$ cat config.mk
export PLATFORM = sky130hd
export DESIGN_NAME = reg_file
export DESIGN_NICKNAME = d
export VERILOG_FILES = /design/src/rtl/reg_file.sv
export SDC_FILE = /design/constraint.sdc
export NUM_CORES = 2
export LEC_CHECK = 0
export BUFFER_PORTS_ARGS = -buffer_cell sky130_fd_sc_hd__buf_2
export CORE_MARGIN = 2
export CORE_UTILIZATION = 60
export DETAILED_ROUTE_END_ITERATION = 16
export PLACE_DENSITY = 0.86
export RECOVER_POWER = 25
export SLEW_MARGIN = 0
export SYNTH_ARGS = -nofsm -noshare
export SYNTH_HDL_FRONTEND = slang
export SYNTH_SLANG_ARGS = --single-unit
$ cat constraint.sdc
create_clock -name clk -period 3.12 [get_ports clk]
set_input_delay 0.312 -clock clk [delete_from_list [all_inputs] [get_ports clk]]
set_output_delay 0.312 -clock clk [all_outputs]
set_load 0.05 [all_outputs]
$ cat src/rtl/reg_file.sv
`default_nettype none

module reg_file (
	input  logic        clk,
	input  logic        rst_n,
	input  logic [4:0]  raddr1,
	input  logic [4:0]  raddr2,
	output logic [31:0] rdata1,
	output logic [31:0] rdata2,
	input  logic        we,
	input  logic [4:0]  waddr,
	input  logic [31:0] wdata
);

	logic [31:0] regs [32];

	always_ff @(posedge clk or negedge rst_n) begin
		if (!rst_n) begin
			for (int i = 0; i < 32; i++) begin
				regs[i] <= 32'd0;
			end
		end else if (we && waddr != 5'd0) begin // $zero is not writable.
			regs[waddr] <= wdata;
		end
	end

	// read ports are combinational.
	assign rdata1 = (raddr1 == 5'd0) ? 32'd0 : regs[raddr1];
	assign rdata2 = (raddr2 == 5'd0) ? 32'd0 : regs[raddr2];

endmodule

`default_nettype wire

==> results.sh <==
export IMPL_synth_warnings=0
export IMPL_clkPwrFrac=0.339
export IMPL_die_area_um2=93000
export IMPL_htree_num_levels=3
export IMPL_cp_max_fo=3
export IMPL_drv_cap=6
export IMPL_ff_latch_area_um2=25600
export IMPL_first_pass_iters=8
export IMPL_ys_types=35
export IMPL_switching_share=0.281
export IMPL_dpl_hpwl_mm=99.7
export IMPL_use_met3=0.106
export IMPL_busiest_layer="met2"
export IMPL_seqPwrFrac=0.443
export IMPL_drive_gt1_frac=0.549
export IMPL_grt_max_degree=158
export IMPL_cts_tree="built"
export IMPL_place_gp_congestion=0.864
export IMPL_criticalPathCategory="reg2out"
export IMPL_reg_largest_list="regs: 1024 flops"
export IMPL_insertion_delay_ns=0.71
export IMPL_end_kind="output pin"
export IMPL_synth_net_count=3671
export IMPL_hold_class="in2async"
export IMPL_cts_buffers_inserted=103
export IMPL_cts_setup_buffers=0
export IMPL_finalHoldViolations=0
export IMPL_nets=3692
export IMPL_port_buffers=113
export IMPL_syn_area_um2=54400
export IMPL_nFillCells=5503
export IMPL_multiInputGateArea_um2=27000
export IMPL_final_common_cell="mux2_2"
export IMPL_cts_buffer_depth=3
export IMPL_via_count=37500
export IMPL_io_pins=114
export IMPL_fin_crit_ns=3.10
export IMPL_fin_hold_ws_ns=0.0967
export IMPL_ir_drop_mv=0.465
export IMPL_grt_overflow=0
export IMPL_largest_reg_flops=1024
export IMPL_detail_route_wl_per_cell_um=34.7
export IMPL_die_y_um=305
export IMPL_ys_seq_area_frac=0.471
export IMPL_grt_pass1_vias=38900
export IMPL_crit_required_ns=2.81
export IMPL_slew_headroom=-0.447
export IMPL_tns_ns=0
export IMPL_p_int_mw=29.0
export IMPL_vias_per_cell=7.64
export IMPL_syn_avg_cell_area_um2=15.0
export IMPL_met1_usage=0.480
export IMPL_setup_viol=0
export IMPL_status="finished, violations left"
export IMPL_switchingPower_mw=11.3
export IMPL_rr_worst_depth=1
export IMPL_powerDensity_nw_per_um2=654
export IMPL_grt_usage=0.369
export IMPL_routed_wl_mm=170
export IMPL_area_growth_syn_to_layout_pct=13.5
export IMPL_p_leak_nw=26.6
export IMPL_initial_core_util=0.605
export IMPL_cts_root_buf="clkbuf_16"
export IMPL_grt_pass1_wl_mm=254
export IMPL_antenna_found_initial=8
export IMPL_top_register="regs"
export IMPL_grt_use_met2=0.545
export IMPL_worstSetupStartpointType="flop"
export IMPL_drc_errors=0
export IMPL_rsz0062_at_grt="false"
export IMPL_power_frac_comb=0.219
export IMPL_regToRegSetupSlack_ns=2.28
export IMPL_core_area_um2=89900
export IMPL_std_cell_rows=110
export IMPL_drtIter0Drc=4966
export IMPL_chipWidth_um=305
export IMPL_fin_crit_sh=0.993
export IMPL_crit_arrival_ns=2.79
export IMPL_max_freq_mhz=323
export IMPL_violations="max-capacitance violations, max-slew violations"
export IMPL_ys_seq_elements=1024
export IMPL_skew_ns=0
export IMPL_synthCells=3621
export IMPL_final_cell_mix="1,046 x mux2_2, 1,024 x dfrtp_1, 448 x mux4_2, 159 x buf_4, 128 x mux2i_1"
export IMPL_worstMarginPinSlew_ns=2.17
export IMPL_slew_viol_final=378
export IMPL_clk_pin_slew_ns=0.06
export IMPL_antenna_left=0
export IMPL_clock_sinks=1024
==> cell families after synthesis <==
family	count (synthesis)	share of synthesized area
multiplexers	1632	0.428
flip-flops	1024	0.471
buffers and inverters	434	0.0363
AO/OA/AOI/OAI	366	0.0484
AND/OR/NAND/NOR	165	0.0161
==> stage by stage <==
| step | instance area [um2] | std cells | utilization | power (mW) | setup WS (ns) |
|---|---|---|---|---|---|
| 6_report | 61700 | 4910 | 0.686 | 40.3 | 0.0208 |
| 3_3_place_gp | 58000 | 4712 | 0.646 | 25.9 | 0.120 |
| 4_1_cts | 61800 | 4904 | 0.687 | 40.1 | 0.0276 |
| 2_1_floorplan | 54400 | 3621 | - | 23.5 | 0.134 |
| 5_1_grt | 61700 | 4906 | 0.686 | 41.5 | 0.0172 |
| 3_5_place_dp | 58000 | 4712 | 0.646 | 26.5 | 0.0641 |
==> final timing paths <==
kind | start | end
worst max-delay path | regs[437]$_DFFE_PN0P_ | rdata2[21]
worst min-delay path | rst_n | regs[219]$_DFFE_PN0P_
worst max register to register | regs[239]$_DFFE_PN0P_ | regs[239]$_DFFE_PN0P_
worst min register to register | regs[1003]$_DFFE_PN0P_ | regs[1003]$_DFFE_PN0P_
max in group asynchronous | rst_n | regs[67]$_DFFE_PN0P_
min in group clk | wdata[14] | regs[622]$_DFFE_PN0P_
==> worst max-delay path, stage by stage (launching register included) <==
cell	delay, ns
dfrtp_1	0.37
mux2i_1	0.09
a221oi_1	0.35
o21ai_0	0.23
a311oi_1	0.80
buf_12	0.23
==> Yosys cell counts <==
library cell / count / share of area
or2_2: 2 / 0.00023
o21ai_0: 101 / 0.0093
or3_1: 3 / 0.00035
buf_4: 34 / 0.0047
a311oi_1: 64 / 0.010
nor3_1: 3 / 0.00028
dfrtp_1: 1024 / 0.47
nor3b_1: 2 / 0.00028
clkbuf_4: 1 / 0.00014
o2111ai_1: 18 / 0.0029
and3_1: 1 / 0.00012
mux2i_1: 128 / 0.024
nand4_1: 1 / 0.00012
or4_1: 2 / 0.00028
nand2_1: 49 / 0.0034
clkbuf_2: 1 / 0.000092
o21ai_1: 9 / 0.00083
and2_0: 1 / 0.00012
nor2b_1: 71 / 0.0082
a211oi_1: 64 / 0.0088
nor2_1: 19 / 0.0013
a22oi_1: 64 / 0.0088
mux4_2: 448 / 0.19
nor4_2: 1 / 0.00023
mux2_1: 10 / 0.0021
and2_1: 1 / 0.00012
clkbuf_1: 223 / 0.015
buf_2: 170 / 0.016
inv_1: 2 / 0.00014
nand2b_1: 5 / 0.00058
buf_1: 3 / 0.00021
nand4b_1: 3 / 0.00048
a221oi_1: 46 / 0.0074
mux2_2: 1046 / 0.22
nand3_1: 1 / 0.000092
==> per-layer routing <==
layer | vias to the layer above | wire length, um
li1 | 14100 | -
met2 | 2972 | 76500
met4 | 2 | 13200
met1 | 19600 | 59300
met5 | - | 9
met3 | 829 | 21300
==> power by group through the flow <==
stage                     Combinational (mW)  Clock (mW)  Sequential (mW)
final                                   8.82        13.7             17.9
after global routing                    9.26        14.2             18.1
after CTS                               8.77        13.7             17.7
after detailed placement                8.64           0             17.9
after global placement                  8.34           0             17.6
after floorplan                         6.30           0             17.2
==> cell type report <==
cell class	count	area share
multi-input combinational	2163	0.437
sequential	1024	0.415
timing repair buffer	348	0.0626
clock buffer	143	0.0485
tap	1176	0.0239
clock inverter	48	0.0120
antenna	6	0.000243
inverter	2	0.000162
==> repair_timing <==
item,in CTS,in global routing
hold buffers,1,0
hold endpoints to repair,370,0
resized for setup,0,2
setup endpoints to repair,0,2
No activity file was read; power rests on OpenSTA's default activity.
