--- config.mk ---
export PLATFORM = sky130hd
export DESIGN_NAME = control
export DESIGN_NICKNAME = d
export VERILOG_FILES = /design/src/rtl/mips_pkg.sv /design/src/rtl/control.sv
export SDC_FILE = /design/constraint.sdc
export NUM_CORES = 1
export LEC_CHECK = 0
export BUFFER_PORTS_ARGS = -buffer_cell sky130_fd_sc_hd__buf_2
export CORE_AREA = 10 10 47 49
export DETAILED_ROUTE_END_ITERATION = 12
export DIE_AREA = 0 0 57 59
export RECOVER_POWER = 100
export SYNTH_ARGS = -nofsm -noshare
export SYNTH_HDL_FRONTEND = slang
export SYNTH_SLANG_ARGS = --single-unit
--- constraint.sdc ---
create_clock -name vclk -period 1.7
set_input_delay 0.17 -clock vclk [all_inputs]
set_output_delay 0.17 -clock vclk [all_outputs]
set_load 0.02 [all_outputs]
--- src/rtl/mips_pkg.sv ---
`default_nettype none

package mips_pkg;

	// ########################################
	// instruction encodings
	// ########################################

	typedef enum logic [5:0] {
		op_rtype = 6'b000000,
		op_beq   = 6'b000100,
		op_ori   = 6'b001101,
		op_lui   = 6'b001111,
		op_lw    = 6'b100011,
		op_sw    = 6'b101011
	} op_e;

	typedef enum logic [5:0] {
		funct_sll  = 6'b000000, // all zero word is the nop.
		funct_addu = 6'b100001,
		funct_subu = 6'b100011
	} funct_e;

	typedef enum logic [7:0] {
		kind_addu    = 8'd0,
		kind_subu    = 8'd1,
		kind_lui     = 8'd2,
		kind_ori     = 8'd3,
		kind_lw      = 8'd4,
		kind_sw      = 8'd5,
		kind_beq     = 8'd6,
		kind_nop     = 8'd7,
		kind_unknown = 8'd8
	} instr_kind_e;

	// ########################################
	// datapath control encodings
	// ########################################

	typedef enum logic [4:0] {
		alu_add = 5'd0,
		alu_sub = 5'd1,
		alu_or  = 5'd2
	} alu_op_e;

	typedef enum logic [1:0] {
		ext_unsigned = 2'd0,
		ext_signed   = 2'd1,
		ext_pad      = 2'd2 // imm goes to the upper half.
	} ext_mode_e;

	typedef enum logic {
		waddr_rt = 1'b0,
		waddr_rd = 1'b1
	} rf_waddr_sel_e;

	typedef enum logic {
		wdata_alu = 1'b0,
		wdata_mem = 1'b1
	} wdata_sel_e;

	typedef enum logic {
		alu_b_rf  = 1'b0,
		alu_b_imm = 1'b1
	} alu_b_sel_e;

	typedef struct packed {
		logic [5:0] op;
		logic [4:0] rs;
		logic [4:0] rt;
		logic [4:0] rd;
		logic [4:0] shamt;
		logic [5:0] funct;
	} r_fields_t;

	typedef struct packed {
		logic [5:0]  op;
		logic [4:0]  rs;
		logic [4:0]  rt;
		logic [15:0] imm;
	} i_fields_t;

	typedef union packed {
		r_fields_t r;
		i_fields_t i;
	} instr_u;

endpackage

`default_nettype wire

--- src/rtl/control.sv ---
`default_nettype none

module control (
	input  logic                    rst_n,
	input  mips_pkg::instr_u        instr,
	output mips_pkg::alu_op_e       alu_op,
	output mips_pkg::ext_mode_e     ext_mode,
	output mips_pkg::alu_b_sel_e    alu_b_sel,
	output mips_pkg::rf_waddr_sel_e waddr_sel,
	output mips_pkg::wdata_sel_e    wdata_sel,
	output logic                    branch,
	output logic                    rf_we,
	output logic                    dm_we
);

	import mips_pkg::*;

	instr_kind_e kind;
	logic        rtype;
	logic        rf_we_raw;
	logic        dm_we_raw;

	// ########################################
	// instruction kind
	// ########################################

	assign rtype = (instr.r.op == op_rtype);

	always_comb begin
		if (rtype && instr.r.funct == funct_addu) begin
			kind = kind_addu;
		end else if (rtype && instr.r.funct == funct_subu) begin
			kind = kind_subu;
		end else if (instr.i.op == op_lui) begin
			kind = kind_lui;
		end else if (instr.i.op == op_ori) begin
			kind = kind_ori;
		end else if (instr.i.op == op_lw) begin
			kind = kind_lw;
		end else if (instr.i.op == op_sw) begin
			kind = kind_sw;
		end else if (instr.i.op == op_beq) begin
			kind = kind_beq;
		end else if (rtype && instr.r.funct == funct_sll) begin
			kind = kind_nop;
		end else begin
			kind = kind_unknown;
		end
	end

	// ########################################
	// control word
	// ########################################

	always_comb begin
		alu_op    = alu_or; // nop and unknown fall through these.
		ext_mode  = ext_unsigned;
		alu_b_sel = alu_b_rf;
		waddr_sel = waddr_rt;
		wdata_sel = wdata_alu;
		branch    = 1'b0;
		rf_we_raw = 1'b0;
		dm_we_raw = 1'b0;
		case (kind)
			kind_addu, kind_subu: begin
				alu_op    = (kind == kind_addu) ? alu_add : alu_sub;
				waddr_sel = waddr_rd;
				rf_we_raw = 1'b1;
			end
			kind_lui, kind_ori: begin
				ext_mode  = (kind == kind_lui) ? ext_pad : ext_unsigned;
				alu_b_sel = alu_b_imm;
				rf_we_raw = 1'b1;
			end
			kind_lw, kind_sw: begin
				alu_op    = alu_add;
				ext_mode  = ext_signed;
				alu_b_sel = alu_b_imm;
				wdata_sel = wdata_mem;
				rf_we_raw = (kind == kind_lw);
				dm_we_raw = (kind == kind_sw);
			end
			kind_beq: begin
				alu_op = alu_sub; // zero flag then means rs == rt.
				branch = 1'b1;
			end
			default: ;
		endcase
	end

	// no architectural writes while in reset.
	assign rf_we = rst_n & rf_we_raw;
	assign dm_we = rst_n & dm_we_raw;

endmodule

`default_nettype wire

==> qor.yml <==
first_pass_iters: 2
path_buf_inv: 2
dr_total_vias: 296
gp_congestion: 0.7475
grt_start_max_net_pins: 8
cts_setup_buffers: 0
portBuffers: 23
max_stage_delay_ps: 340
finalCritPeriodShare: 0.8664
stdcell_area_um2: 342.8
drc_errors: 0
yosysTopAreaCell: "buf_4"
setup_viol: 0
die_y_um: 59
totalWireLength_um: 838
antenna_found_initial: 0
yosysSeqAreaShare: 0
grt_overflow: 0
slew_violations: 0
route.detailed.wl_per_inst_um: 12.14
drive_gt1_frac: 0.4528
endpoint_kind: "primary output"
fp.coreArea_um2: 1401
powerDensity_nw_per_um2: 167.2
regArea_um2: 0
status: "completed"
synth_area_um2: 225.2
placed_cell_area_um2: 345.3
drv_cap: 0
diodes: 0
fmax_mhz: 679.0
fp-row-count: 14
yosys_warnings: 0
drtIter0Drc: 1
grt_usage: 0.04540
synthCells: 31
dieArea_um2: 3363
synth_top_area_frac: 0.1000
nClkBuffers: 0
hpwl_um: 788.5
synth.top_cells.by_count: "buf_4, inv_1"
critPathArrivalTime_ps: 1300
cpMaxStageDelayCell: "or3_1"
start_util: 0.1607
crit_type: "in -> out"
worstPathMaxFanout: 7
hold_viol: 0
syn2layout_area_growth_pct: 52.22
antenna_left: 0
synth.avg_cell_area_um2: 7.265
holdCritPathClass: "in -> out"
die_w_um: 57
grt_pass1_vias: 308
n_sequential_cell: 0
finish.net_count: 88
synth_area_leaders: "buf_4, nand3b_4, a311oi_2"
totalNegativeSetupSlack_ps: 0
startpoint_type: "input port"
critPathRequiredTime_ps: 1530
period_minus_slack_ps: 1473
p_leak_nw: 0.1874
grt_pass1_wl_um: 1338
peakVddDrop_v: 0.00002851
rsz0062_at_grt: "false"
viasPerCell: 4.290
synthDistinctLibCells: 23
io_pins: 46
cpLargestDelayFamily: "simple AND/OR/NAND/NOR gates"
path_cells: "buf_2 -> nand3b_4 -> or3_1 -> a311oi_2 -> clkbuf_2"
-- cell type report --
cell class                 instances  area, um^2
fill                             170        1059
multi-input combinational         27       205.2
timing repair buffer              23       106.4
tap                               16       20.02
inverter                           3       11.26
-- power breakdown --
part	internal (mW)	switching (mW)
sequential	0	0
combinational	0.0244	0.0329
clock	0	0
-- through the flow --
stage          setup slack (ps)  utilization  instances  total power [mW]  hold slack, ps
2_1_floorplan             414.5            -         33           0.03523           468.5
3_3_place_gp              112.6       0.2464         69           0.05718           706.2
3_5_place_dp              81.53       0.2464         69           0.05753           716.4
4_1_cts                   76.99       0.2464         69           0.05764           717.2
5_1_grt                   93.17       0.2446         69           0.06360           752.9
6_report                  227.2       0.2446         69           0.05733           712.2
-- path summary, 6_finish.rpt --
kind | from | endpoint | slack (ps) | cells past startpoint
max | instr[28] | rf_we | 230 | 5
min | rst_n | rf_we | 710 | 4
-- repair_timing --
action | in CTS | in global routing
gates resized for setup | 0 | 1
endpoints found under the setup margin | 0 | 1
endpoints found under the hold margin | 0 | 0
hold buffers | 0 | 0
-- placed cells by master (no fill, tap or decap) --
cell type  instances
nor4_1             1
nand2_1            1
nor4_2             1
and3_2             1
conb_1             3
and3_1             2
or3_1              1
and2b_1            1
and3b_2            1
buf_2             15
inv_1              3
a311oi_2           1
a21oi_1            2
nand4_1            1
nor2_1             2
clkbuf_1           7
and2_0             2
a311o_2            1
nand2b_4           1
nand3b_4           1
nand3_1            1
clkbuf_2           1
and3b_1            1
a21o_2             1
nor4b_1            1
-- routing by layer --
metal  share of wire  vias up  wire length [um]  global-route usage
met1            0.36      127               305             0.03924
met5               0        -                 0                   0
met3            0.10        0                87             0.01931
met2            0.53       14               445             0.09767
li1                -      155                 -                   -
met4               0        0                 0                   0
-- cells by family (layout without fill, tap and decap cells) --
family          count (synthesis)  after routing  share of synthesized area
other cells                     1              3                    0.01665
compound gates                  5              5                     0.2000
buf+inv                         6             26                     0.1500
simple gates                   19             19                     0.6334
Power figures use the tool's default switching activity.
