<file path="src/rtl/mips_pkg.sv">
`default_nettype none

package mips_pkg;

	// ########################################
	// instruction encodings
	// ########################################

	typedef enum logic [5:0] {
		op_rtype = 6'b000000,
		op_beq   = 6'b000100,
		op_ori   = 6'b001101,
		op_lui   = 6'b001111,
		op_lw    = 6'b100011,
		op_sw    = 6'b101011
	} op_e;

	typedef enum logic [5:0] {
		funct_sll  = 6'b000000, // all zero word is the nop.
		funct_addu = 6'b100001,
		funct_subu = 6'b100011
	} funct_e;

	typedef enum logic [7:0] {
		kind_addu    = 8'd0,
		kind_subu    = 8'd1,
		kind_lui     = 8'd2,
		kind_ori     = 8'd3,
		kind_lw      = 8'd4,
		kind_sw      = 8'd5,
		kind_beq     = 8'd6,
		kind_nop     = 8'd7,
		kind_unknown = 8'd8
	} instr_kind_e;

	// ########################################
	// datapath control encodings
	// ########################################

	typedef enum logic [4:0] {
		alu_add = 5'd0,
		alu_sub = 5'd1,
		alu_or  = 5'd2
	} alu_op_e;

	typedef enum logic [1:0] {
		ext_unsigned = 2'd0,
		ext_signed   = 2'd1,
		ext_pad      = 2'd2 // imm goes to the upper half.
	} ext_mode_e;

	typedef enum logic {
		waddr_rt = 1'b0,
		waddr_rd = 1'b1
	} rf_waddr_sel_e;

	typedef enum logic {
		wdata_alu = 1'b0,
		wdata_mem = 1'b1
	} wdata_sel_e;

	typedef enum logic {
		alu_b_rf  = 1'b0,
		alu_b_imm = 1'b1
	} alu_b_sel_e;

	typedef struct packed {
		logic [5:0] op;
		logic [4:0] rs;
		logic [4:0] rt;
		logic [4:0] rd;
		logic [4:0] shamt;
		logic [5:0] funct;
	} r_fields_t;

	typedef struct packed {
		logic [5:0]  op;
		logic [4:0]  rs;
		logic [4:0]  rt;
		logic [15:0] imm;
	} i_fields_t;

	typedef union packed {
		r_fields_t r;
		i_fields_t i;
	} instr_u;

endpackage

`default_nettype wire

</file>
<file path="src/rtl/execute.sv">
`default_nettype none

module execute (
	input  logic [31:0]          a,
	input  logic [31:0]          rf_b,
	input  logic [15:0]          imm,
	input  mips_pkg::ext_mode_e  ext_mode,
	input  mips_pkg::alu_b_sel_e alu_b_sel,
	input  mips_pkg::alu_op_e    alu_op,
	output logic [31:0]          result,
	output logic                 zero
);

	import mips_pkg::*;

	logic [31:0] ext_imm;
	logic [31:0] b;

	// ########################################
	// immediate extension
	// ########################################

	always_comb begin
		case (ext_mode)
			ext_signed: ext_imm = {{16{imm[15]}}, imm};
			ext_pad:    ext_imm = {imm, 16'h0000}; // lui.
			default:    ext_imm = {16'h0000, imm};
		endcase
	end

	assign b = (alu_b_sel == alu_b_imm) ? ext_imm : rf_b;

	// ########################################
	// alu
	// ########################################

	always_comb begin
		case (alu_op)
			alu_add: result = a + b; // wraps, no overflow trap.
			alu_sub: result = a - b;
			default: result = a | b;
		endcase
	end

	assign zero = (result == 32'd0);

endmodule

`default_nettype wire

</file>
<file path="config.mk">
export PLATFORM = sky130hd
export DESIGN_NAME = execute
export DESIGN_NICKNAME = d
export VERILOG_FILES = /design/src/rtl/mips_pkg.sv /design/src/rtl/execute.sv
export SDC_FILE = /design/constraint.sdc
export NUM_CORES = 1
export LEC_CHECK = 0
export BUFFER_PORTS_ARGS = -buffer_cell sky130_fd_sc_hd__buf_2
export CAP_MARGIN = 20
export CORE_ASPECT_RATIO = 1.2
export CORE_MARGIN = 5
export CORE_UTILIZATION = 55
export DETAILED_ROUTE_END_ITERATION = 6
export PLACE_DENSITY = 0.85
export SYNTH_ARGS = -nofsm -noshare
export SYNTH_HDL_FRONTEND = slang
export SYNTH_SLANG_ARGS = --single-unit
</file>
<file path="constraint.sdc">
create_clock -name vclk -period 10.9
set_input_delay 2.18 -clock vclk [all_inputs]
set_output_delay 2.18 -clock vclk [all_outputs]
set_load 0.05 [all_outputs]
</file>
==> flow_metrics.env <==
export IMPL_status="complete, no violations"
export IMPL_num_clock_buffers=0
export IMPL_worstMarginPinSlew_ns=1.02
export IMPL_synth_nets=703
export IMPL_synth_area_top_cells="ha_1 11%, a21oi_1 8.3%, xor2_1 7.3%"
export IMPL_end_kind="primary output"
export IMPL_hp_class="in2out"
export IMPL_yosysTopAreaCellShare=0.115
export IMPL_vdd_ir_drop_worst_uv=52.6
export IMPL_ys_seq_area_frac=0
export IMPL_fmax_mhz=95.8
export IMPL_fin_nets=794
export IMPL_diodes=0
export IMPL_dp_hpwl_um=12300
export IMPL_critPathLaunch="alu_b_sel"
export IMPL_routed_wl_um=14900
export IMPL_globalRouteTotalUtil=0.321
export IMPL_crit_type="in2out"
export IMPL_maxCapViolations=0
export IMPL_critPathMaxFanout=31
export IMPL_wl_met2_um=7650
export IMPL_fin_crit_sh=0.957
export IMPL_first_pass_iters=5
export IMPL_antenna_found_initial=0
export IMPL_cts_hold_buf=0
export IMPL_netlist_area_mm2=0.00382
export IMPL_core_area_mm2=0.00681
export IMPL_overflow=0
export IMPL_drive_above_1_share=0.225
export IMPL_rsz0062_at_grt="false"
export IMPL_dr_total_vias=4993
export IMPL_register_area_um2=0
export IMPL_required_ns=8.72
export IMPL_syn_avg_cell_area_um2=6.59
export IMPL_min_path_cells=4
export IMPL_via_per_inst=6.61
export IMPL_holdCritStartpoint="a[10]"
export IMPL_die_w_um=86.0
export IMPL_powerDensity_mw_per_mm2=77.0
export IMPL_maxSlewHeadroom=0.321
export IMPL_drv_slew=0
export IMPL_period_needed_ns=10.43
export IMPL_wl_met3_um=1000
export IMPL_wl_per_cell_um=19.7
export IMPL_wl_met1_um=5650
export IMPL_drc=0
export IMPL_grt_pass1_vias=4848
export IMPL_drtIter0Drc=352
export IMPL_seq_cells=0
export IMPL_start_util=0.560
export IMPL_grt_start_max_net_pins=54
export IMPL_cp_arrival_ns=8.25
export IMPL_syn_to_final_growth_pct=15.5
export IMPL_io_pins=121
export IMPL_dieArea_mm2=0.00871
export IMPL_final_hold_viol_count=0
export IMPL_yosysMostFrequentCell="nand2_1"
export IMPL_num_fill_cells=680
export IMPL_routabilityCongestion=0.988
export IMPL_final_antenna_net_count=0
export IMPL_setup_worst_path_start_class="primary input"
export IMPL_ys_warn_count=0
export IMPL_num_rows=33
export IMPL_syn_inst=579
export IMPL_io_buffers=121
export IMPL_hold_end="result[10]"
export IMPL_setup_tns_final_ns=0
export IMPL_highest_layer="met4"
export IMPL_multi_input_area_mm2=0.00361
export IMPL_power_leakage_nw=1.91
export IMPL_p_total_mw=0.339
export IMPL_synth_top_cell_by_area="ha_1"
export IMPL_synth_cell_type_count=79
export IMPL_grt_first_pass_wirelength_um=23000
export IMPL_synth_commonest_cells="65 x nand2_1, 63 x a21oi_1, 49 x nor2_1"
export IMPL_finalSetupViolations=0
export IMPL_die_height_um=101
logic make-up (layout without fill, tap and decap cells):
| kind of cell | count (synthesis) | in the layout | synth area share |
|---|---|---|---|
| and+or+nand+nor | 226 | 226 | 0.313 |
| adders and majority gates | 36 | 36 | 0.120 |
| muxes | 3 | 3 | 0.00787 |
| buffers and inverters | 51 | 140 | 0.0584 |
| AOI/OAI and AO/OA | 219 | 219 | 0.400 |
| xor gates and xnor gates | 44 | 44 | 0.101 |
layer usage:
layer  track usage  vias to the layer above
met4         0.129                        0
met5             0                        -
met1         0.365                     2282
met3        0.0220                       48
met2         0.612                      266
li1              -                     2397
placed cells by master (no fill, tap or decap), drive strengths merged, types with 7 or more instances in the layout:
| cell | n |
|---|---|
| a211oi | 7 |
| nand4 | 11 |
| ha | 35 |
| buf | 123 |
| nand2 | 65 |
| o21ai | 33 |
| nand3 | 13 |
| a21oi | 65 |
| inv | 15 |
| and2 | 8 |
| nor3 | 22 |
| or4 | 7 |
| o2bb2ai | 20 |
| nor2 | 50 |
| xor2 | 32 |
| or3 | 8 |
| xnor2 | 12 |
| a2bb2oi | 9 |
| a21o | 9 |
| o31ai | 13 |
| nor4 | 9 |
| o21a | 7 |
| a31oi | 7 |
power breakdown:
group / internal (mW) / switching (mW)
Clock: 0 / 0
Combinational: 0.116 / 0.223
Sequential: 0 / 0
through the flow:
step	utilization	hold slack, ns	instances	worst slack [ns]	instance area (µm²)
2_1_floorplan	-	4.67	579	0.658	3820
3_3_place_gp	0.645	4.81	754	0.609	4390
3_5_place_dp	0.645	4.83	754	0.467	4390
4_1_cts	0.645	4.83	754	0.471	4390
5_1_grt	0.647	4.87	755	0.106	4410
6_report	0.647	4.83	755	0.465	4410
critical path: stages:
cell	delay, ns
buf_2	0.42
clkinvlp_4	0.44
a2bb2oi_1	0.53
and4_1	0.41
nand2_1	0.07
o21ai_0	0.24
xnor2_1	0.18
ha_1	0.33
a21oi_1	0.22
o211ai_1	0.12
a221oi_1	0.86
and3_1	0.29
nor3_1	0.08
a2111oi_0	0.41
buf_4	0.21
nand4b_1	0.12
nor4_1	0.41
nand4_1	0.20
nor4_2	0.22
buf_2	0.29
worst max path at each step:
stage | cells after the start | slack [ns] | endpoint
after CTS | 23 | 0.47 | zero
after detailed placement | 23 | 0.47 | zero
final | 20 | 0.47 | zero
after global routing | 19 | 0.11 | zero
after floorplan | 24 | 0.66 | zero
after global placement | 20 | 0.61 | zero
final cells by class:
| cell class | instances | share of cell area |
|---|---|---|
| tap | 87 | 0.0247 |
| timing repair buffer | 123 | 0.141 |
| inverter | 16 | 0.0145 |
| timing repair inverter | 1 | 0.00114 |
| multi-input combinational | 528 | 0.819 |
repair_timing:
| action | in CTS | in global routing |
|---|---|---|
| resized for setup | 0 | 2 |
| endpoints found under the setup margin | 0 | 1 |
| setup buffers | 0 | 0 |
Power figures use the tool's default switching activity.
