File: config.mk
export PLATFORM = sky130hd
export DESIGN_NAME = fetch_unit
export DESIGN_NICKNAME = d
export VERILOG_FILES = /design/src/rtl/fetch_unit.sv
export SDC_FILE = /design/constraint.sdc
export NUM_CORES = 1
export LEC_CHECK = 0
export ABC_CLOCK_PERIOD_IN_PS = 9950
export BUFFER_PORTS_ARGS = -buffer_cell sky130_fd_sc_hd__buf_2
export CORE_UTILIZATION = 40
export CTS_BUF_LIST = sky130_fd_sc_hd__clkbuf_8
export CTS_CLUSTER_DIAMETER = 60
export CTS_CLUSTER_SIZE = 12
export DETAILED_ROUTE_END_ITERATION = 8
export PLACE_DENSITY = 0.69
export SYNTH_ARGS = -nofsm -noshare
export SYNTH_HDL_FRONTEND = slang
export SYNTH_SLANG_ARGS = --single-unit
export TNS_END_PERCENT = 1
File: constraint.sdc
create_clock -name clk -period 9.95 [get_ports clk]
set_input_delay 2.4875 -clock clk [delete_from_list [all_inputs] [get_ports clk]]
set_output_delay 2.4875 -clock clk [all_outputs]
set_load 0.02 [all_outputs]
File: src/rtl/fetch_unit.sv
`default_nettype none

module fetch_unit #(
	parameter logic [31:0] RESET_PC = 32'h0000_3000
) (
	input  logic        clk,
	input  logic        rst_n,
	input  logic        branch,
	input  logic        zero,
	input  logic [15:0] imm,
	output logic [31:0] pc
);

	logic [31:0] pc_plus4;
	logic [31:0] br_offset;
	logic [31:0] br_target;
	logic        taken;
	logic [31:0] pc_next;

	// ########################################
	// next pc
	// ########################################

	assign pc_plus4  = pc + 32'd4;
	assign br_offset = {{14{imm[15]}}, imm, 2'b00}; // word offset, sign extended.
	assign br_target = pc_plus4 + br_offset; // relative to the delay slot address.
	assign taken     = branch & zero;
	assign pc_next   = taken ? br_target : pc_plus4;

	// ########################################
	// pc register
	// ########################################

	always_ff @(posedge clk or negedge rst_n) begin
		if (!rst_n) begin
			pc <= RESET_PC;
		end else begin
			pc <= pc_next;
		end
	end

endmodule

`default_nettype wire

==> flow_summary.yaml, run 1 <==
outcome:
  outcome: "completed"
synth:
  avgSynthCellArea_sq_um: 8.195
  yosys_warnings: 0
  synth-edff-count: 0
  yosysSeqAreaShare: 0.2236
  ys_types: 60
  yosys-top-cells-area: "dfrtp_1 21%, ha_1 14%, xnor2_1 8.1%, a21oi_1 6.1%, a21o_1 5.1%"
  syn_area_sq_um: 3368
  synth_ff_type: "dfrtp_1"
  syn_inst: 411
  synth_top_area_cell: "dfrtp_1"
  synth_top_area_frac: 0.2080
  async_flop_share: 1.000
  ys_ff_latch: 30
power:
  seqPwrFrac: 0.194
  irDropWorstVdd_mv: 0.1854
  powerDensity_nw_per_um2: 356.3
  p_int_uw: 630.6
  pwr-share-clk: 0.081
  p_switching_uw: 719.4
  netSwitchingFraction: 0.5329
  comb_power_share: 0.726
  power.leakage_uw: 0.001704
global_routing:
  antenna_found_initial: 0
  overflow: 0
  grt_usage: 0.2205
  grt_max_degree: 46
  grt_pass1_wl_mm: 15.24
  grt_pass1_vias: 3073
critical_path:
  crit_slowest_cell: "a221oi_1"
  r2r_end: "pc[30]$_DFF_PN0_"
  crit_start: "imm[15]"
  rr_worst_depth: 13
  path_class: "primary input to flop"
  path_cells: "buf_2, ha_1, a21oi_1, o21ai_0, a221oi_1, o21ai_0, a221oi_2, xnor2_1, mux2_4"
  crit_family: "compound AO/OA/AOI/OAI gates"
  r2r-start: "pc[4]$_DFF_PN0_"
  worst_ep_arrival_time_ns: 4.89
  cpPeakStageDelay_ns: 0.43
  path_max_fanout: 22
  required_ns: 10.12
  cp-end-kind: "flop"
  crit_buf_inv: 1
  reg2reg_slack_ns: 5.84
  cp_common_cell: "o21ai_0"
  start_kind: "primary input"
clocking:
  cts_max_path_buffers: 2
  htree_levels: 2
  cts_num_sinks: 30
  clock_latency_ns: 0.28
  ctsResizeCount: 0
  clkSlewWorstSetupHoldPaths_ns: 0.07
  cts_setup_buffers: 0
  root_buffer: "clkbuf_8"
  cts_tree: "done"
  hold_buffers: 0
  numCtsBuffers: 5
placed_design:
  hpwl_mm: 7.346
  place_area_sq_um: 3694
  gp_congestion: 0.9440
  post-place-ws_ns: 4.927
  port_buffers: 49
cells_and_area:
  largest_reg_flops: 30
  n_fill_cell: 820
  final_cell_mix: "49 x buf_2, 41 x a21oi_1, 37 x nand2_1, 37 x nor2_1, 37 x ha_1"
  top_regs: "pc x30"
  fin_area_sq_um: 3789
  nNetsFinal: 513
  diodes: 0
  syn_to_final_growth_pct: 12.48
  drive_above_1_share: 0.1623
  mostFrequentLayoutCell: "buf_2"
  max_flop_register: "pc"
timing:
  drv_slew: 0
  maxSlewHeadroom: 0.4589
  setup_viol: 0
  tightest_slew_ns: 0.8099
  clock_skew_ns: 0.007060
  hold_viol_final: 0
  rsz0062_at_grt: "false"
  max_freq_mhz: 211.5
  period_needed_ns: 4.728
  fin_setup_tns_ns: 0
  fin_ws_ns: 5.222
  finalCritPeriodShare: 0.4752
detailed_routing:
  wl_mm: 9.414
  drt_pass1_iterations: 5
  vias_per_cell: 6.002
  ant_nets: 0
  vias: 3367
  drc: 0
  dr.max_layer_used: "met4"
  wl_met2_mm: 4.464
  wl_met3_um: 502
  first_iter_violations: 241
  wl_per_cell_um: 16.78
  drt-met1-wl_mm: 4.217
floorplanning:
  die_x_um: 93.77
  initial_core_util: 0.4120
  die_h_um: 93.77
  io_pins: 52
  rows: 33
  dieArea_sq_um: 8792
  coreArea_sq_um: 8175
min_path:
  min_path_type: "flop to flop"
  worstHoldEndpoint: "pc[2]$_DFF_PN0_"
  worstHoldStart: "pc[2]$_DFF_PN0_"
  hold_path_depth: 1
flow_run:
  cap_violations: 0
-- cells in the mapped netlist (3+ instances only) --
cell type and number:
a21oi_1 41, ha_1 37, nand2_1 37, nor2_1 37, xnor2_1 31, dfrtp_1 28
a21o_1 23, nand3_1 18, xor2_1 18, nand4_1 16, nor3_1 12, clkbuf_1 8
and3_1 7, inv_1 6, nor4_1 6, o21a_1 6, a31oi_1 5, and2_1 5
and4_1 5, o21ai_0 5, o31ai_1 5, nor2b_1 3, o211ai_1 3, o21bai_1 3
-- power groups by stage --
stage,Sequential [uW],Clock [uW],Combinational (uW)
2_1_floorplan,322,0,665
3_3_place_gp,260,0,960
3_5_place_dp,262,0,964
4_1_cts,260,113,969
5_1_grt,271,117,1070
6_report,261,109,980
-- cell type report --
type / instances / area, sq um / area share
clock buffer: 6 / 82.58 / 0.02180
multi-input combinational: 361 / 2530 / 0.6678
clock inverter: 2 / 12.51 / 0.003303
inverter: 7 / 26.28 / 0.006935
timing repair buffer: 50 / 252.7 / 0.06671
sequential: 30 / 753.2 / 0.1988
tap: 105 / 131.4 / 0.03468
-- per-layer routing --
layer | track usage | vias up
li1 | - | 1614
met1 | 0.3018 | 1606
met2 | 0.3595 | 130
met3 | 0.02508 | 17
met4 | 0.07179 | 0
met5 | 0 | -
-- logic make-up after synthesis --
family / count (synthesis) / share of synthesized area
AND/OR/NAND/NOR: 153 / 0.2259
multiplexers: 3 / 0.01040
adder cells (fa/ha/maj): 38 / 0.1434
flip-flops: 30 / 0.2236
buffers and inverters: 21 / 0.02637
AO/OA/AOI/OAI: 116 / 0.2418
XOR/XNOR: 49 / 0.1274
other: 1 / 0.001113
-- through the flow --
| step | utilization | hold WS (ns) | std cells | power (uW) |
|---|---|---|---|---|
| after detailed placement | 0.4518 | 0.5831 | 553 | 1226 |
| after floorplan | - | 0.6521 | 412 | 987.7 |
| after global placement | 0.4518 | 0.5791 | 553 | 1220 |
| after global routing | 0.4634 | 0.6327 | 561 | 1462 |
| after CTS | 0.4634 | 0.5969 | 561 | 1342 |
| final | 0.4634 | 0.5958 | 561 | 1350 |
-- worst max path at each step --
| stage | to | cells after the start |
|---|---|---|
| finish | pc[30]$_DFF_PN0_ | 9 |
| global route | pc[30]$_DFF_PN0_ | 9 |
| CTS | pc[30]$_DFF_PN0_ | 9 |
| detailed placement | pc[30]$_DFF_PN0_ | 9 |
| global placement | pc[30]$_DFF_PN0_ | 9 |
| floorplan | pc[30]$_DFF_PN0_ | 9 |
(Power assumes the default switching activity.)
==> run 2, diff against run 1 <==
ABC_AREA = 1   (was unset)
ABC_CLOCK_PERIOD_IN_PS = 4650   (was 9950)
PLACE_DENSITY = 0.68   (was 0.69)
clock period = 4.65 ns   (was 9.95 ns; I/O delays follow)
==> run 2 against run 1 <==
Against the previous run:
- setup slack worse by 3.8 ns
- total power up 110%
- synthesized cell count up 51%
- non-clock buffer count unchanged
- die area up 14%
- register-to-register slack worse by 4.4 ns
- clock skew up 0.0042 ns
- critical path depth up 7
- via count up 22%
- critical path type is now flop to flop
- critical endpoint is now pc[27]$_DFF_PN0_
- largest cell class unchanged
==> flow_summary.yaml, run 2 <==
clocking:
  cts_num_sinks: 30
  cts_tree: "done"
  clock_latency_ns: 0.28
  ctsResizeCount: 0
  cts_setup_buffers: 0
  clkSlewWorstSetupHoldPaths_ns: 0.07
  cts_max_path_buffers: 2
  hold_buffers: 0
  htree_levels: 2
  numCtsBuffers: 5
  root_buffer: "clkbuf_8"
detailed_routing:
  ant_nets: 0
  vias: 4112
  drc: 0
  wl_mm: 11.10
  first_iter_violations: 298
  vias_per_cell: 5.127
  wl_per_cell_um: 13.84
  drt_pass1_iterations: 6
global_routing:
  overflow: 0
  grt_pass1_wl_mm: 18.84
  grt_max_degree: 37
  antenna_found_initial: 0
  grt_pass1_vias: 3950
  grt_usage: 0.2354
synth:
  async_flop_share: 1.000
  ys_types: 41
  synth-edff-count: 0
  yosys-top-cells-area: "nand2_1 20%, dfrtp_1 18%, ha_1 12%, inv_1 7.4%, nor2_1 6.5%"
  syn_inst: 621
  synth_top_area_frac: 0.2006
  yosys_warnings: 0
  avgSynthCellArea_sq_um: 6.206
  synth_top_area_cell: "nand2_1"
  synth_ff_type: "dfrtp_1"
  ys_ff_latch: 30
  syn_area_sq_um: 3854
  synth_top_cells_by_count: "206 x nand2_1, 76 x inv_1, 67 x nor2_1, 42 x nand3_1, 37 x ha_1"
  synth_most_common_cell: "nand2_1"
  yosysSeqAreaShare: 0.1955
critical_path:
  r2r-start: "pc[12]$_DFF_PN1_"
  rr_worst_depth: 16
  required_ns: 4.81
  crit_family: "simple AND/OR/NAND/NOR gates"
  r2r_end: "pc[27]$_DFF_PN0_"
  path_max_fanout: 6
  reg2reg_slack_ns: 1.42
  worst_ep_arrival_time_ns: 3.39
  cp-end-kind: "flop"
  cp_common_cell: "nand2_1"
  path_class: "flop to flop"
  start_kind: "flop"
  cpPeakStageDelay_ns: 0.58
  crit_slowest_cell: "dfstp_2"
  cp_num_cells: 16
  path_cells: "nand2_1, nor2_1, nand2_2, nor2_8, nand2_4, nor3_2, xnor2_1, clkinv_1, ha_1, nand2_1, nor4_1, nand3_1, nand3_1, nand2_1, nand3_1, nand2_1"
  crit_buf_inv: 1
timing:
  hold_viol_final: 0
  finalCritPeriodShare: 0.6949
  rsz0062_at_grt: "false"
  setup_viol: 0
  tightest_slew_ns: 0.9418
  fin_ws_ns: 1.419
  maxSlewHeadroom: 0.3715
  max_freq_mhz: 309.5
  period_needed_ns: 3.231
  drv_slew: 0
  fin_setup_tns_ns: 0
  clock_skew_ns: 0.01128
min_path:
  min_path_type: "flop to flop"
  hold_path_depth: 1
  worstHoldEndpoint: "pc[2]$_DFF_PN0_"
  worstHoldStart: "pc[2]$_DFF_PN0_"
cells_and_area:
  mostFrequentLayoutCell: "nand2_1"
  drive_above_1_share: 0.1278
  fin_util: 0.4660
  top_regs: "pc x30"
  largest_reg_flops: 30
  fin_area_sq_um: 4327
  max_flop_register: "pc"
  nNetsFinal: 730
  finalNonFillerCells: 802
  diodes: 0
  syn_to_final_growth_pct: 12.27
  n_fill_cell: 993
  final_cell_mix: "206 x nand2_1, 77 x inv_1, 67 x nor2_1"
power:
  netSwitchingFraction: 0.5738
  seqPwrFrac: 0.198
  pwr-share-clk: 0.075
  irDropWorstVdd_mv: 0.1776
  p_int_uw: 1231
  powerDensity_nw_per_um2: 667.5
  comb_power_share: 0.727
  power.leakage_uw: 0.002378
  p_switching_uw: 1657
floorplanning:
  die_h_um: 100.2
  initial_core_util: 0.4151
  coreArea_sq_um: 9284
  io_pins: 52
  die_x_um: 100.2
  dieArea_sq_um: 10030
  rows: 35
flow_run:
  cap_violations: 0
placed_design:
  hpwl_mm: 9.253
  post-place-ws_ns: 1.503
  place_inst: 794
  gp_congestion: 0.9393
  place_area_sq_um: 4235
  port_buffers: 49
outcome:
  outcome: "completed"
[run 2: how the worst max path moves through the flow]
stage / endpoint / startpoint
global route: pc[27]$_DFF_PN0_ / pc[12]$_DFF_PN1_
floorplan: pc[31]$_DFF_PN0_ / pc[3]$_DFF_PN0_
detailed placement: pc[27]$_DFF_PN0_ / pc[12]$_DFF_PN1_
CTS: pc[27]$_DFF_PN0_ / pc[12]$_DFF_PN1_
finish: pc[27]$_DFF_PN0_ / pc[12]$_DFF_PN1_
global placement: pc[27]$_DFF_PN0_ / pc[12]$_DFF_PN1_
[run 2: layout make-up]
class | instances | area [sq um] | area share
clock buffer | 6 | 82.58 | 0.01909
clock inverter | 2 | 8.758 | 0.002024
inverter | 78 | 292.8 | 0.06767
multi-input combinational | 507 | 2775 | 0.6414
sequential | 30 | 753.2 | 0.1741
tap | 129 | 161.4 | 0.03730
timing repair buffer | 50 | 252.7 | 0.05842
[run 2: stage by stage]
stage,power (uW),hold slack [ns]
after floorplan,2064,0.6504
after global placement,2592,0.5323
after detailed placement,2627,0.5661
after CTS,2855,0.5748
after global routing,3188,0.6621
final,2888,0.5864
[run 2: kinds of logic (layout without fill, tap and decap cells)]
family,count (synthesis),after routing,share of synthesized area
XOR/XNOR,30,30,0.07013
buffers and inverters,85,136,0.08539
AO/OA/AOI/OAI,69,69,0.1006
other,1,2,0.0009731
AND/OR/NAND/NOR,368,368,0.4221
flip-flops,30,30,0.1955
adder cells (fa/ha/maj),38,38,0.1253
[run 2: worst register-to-register path, delay by kind of cell (launching register included)]
family                   cells  cell delay, ns
flip-flops                   1            0.58
AND/OR/NAND/NOR             13            1.86
buffers and inverters        1            0.15
XOR/XNOR                     1            0.15
adder cells (fa/ha/maj)      1            0.38
[run 2: power groups by stage]
stage                     sequential, uW  combinational, uW  clock (uW)
after global placement               563               2030           0
after global routing                 589               2370         229
final                                571               2100         217
after floorplan                      696               1370           0
after detailed placement             572               2060           0
after CTS                            567               2070         220
[run 2: metal layers]
metal / share of wire / GRT usage / up-vias
met5: 0 / 0 / -
met3: 0.048 / 0.01045 / 11
met4: 0.012 / 0.05686 / 0
met1: 0.50 / 0.3512 / 1901
li1: - / - / 2082
met2: 0.43 / 0.3730 / 118
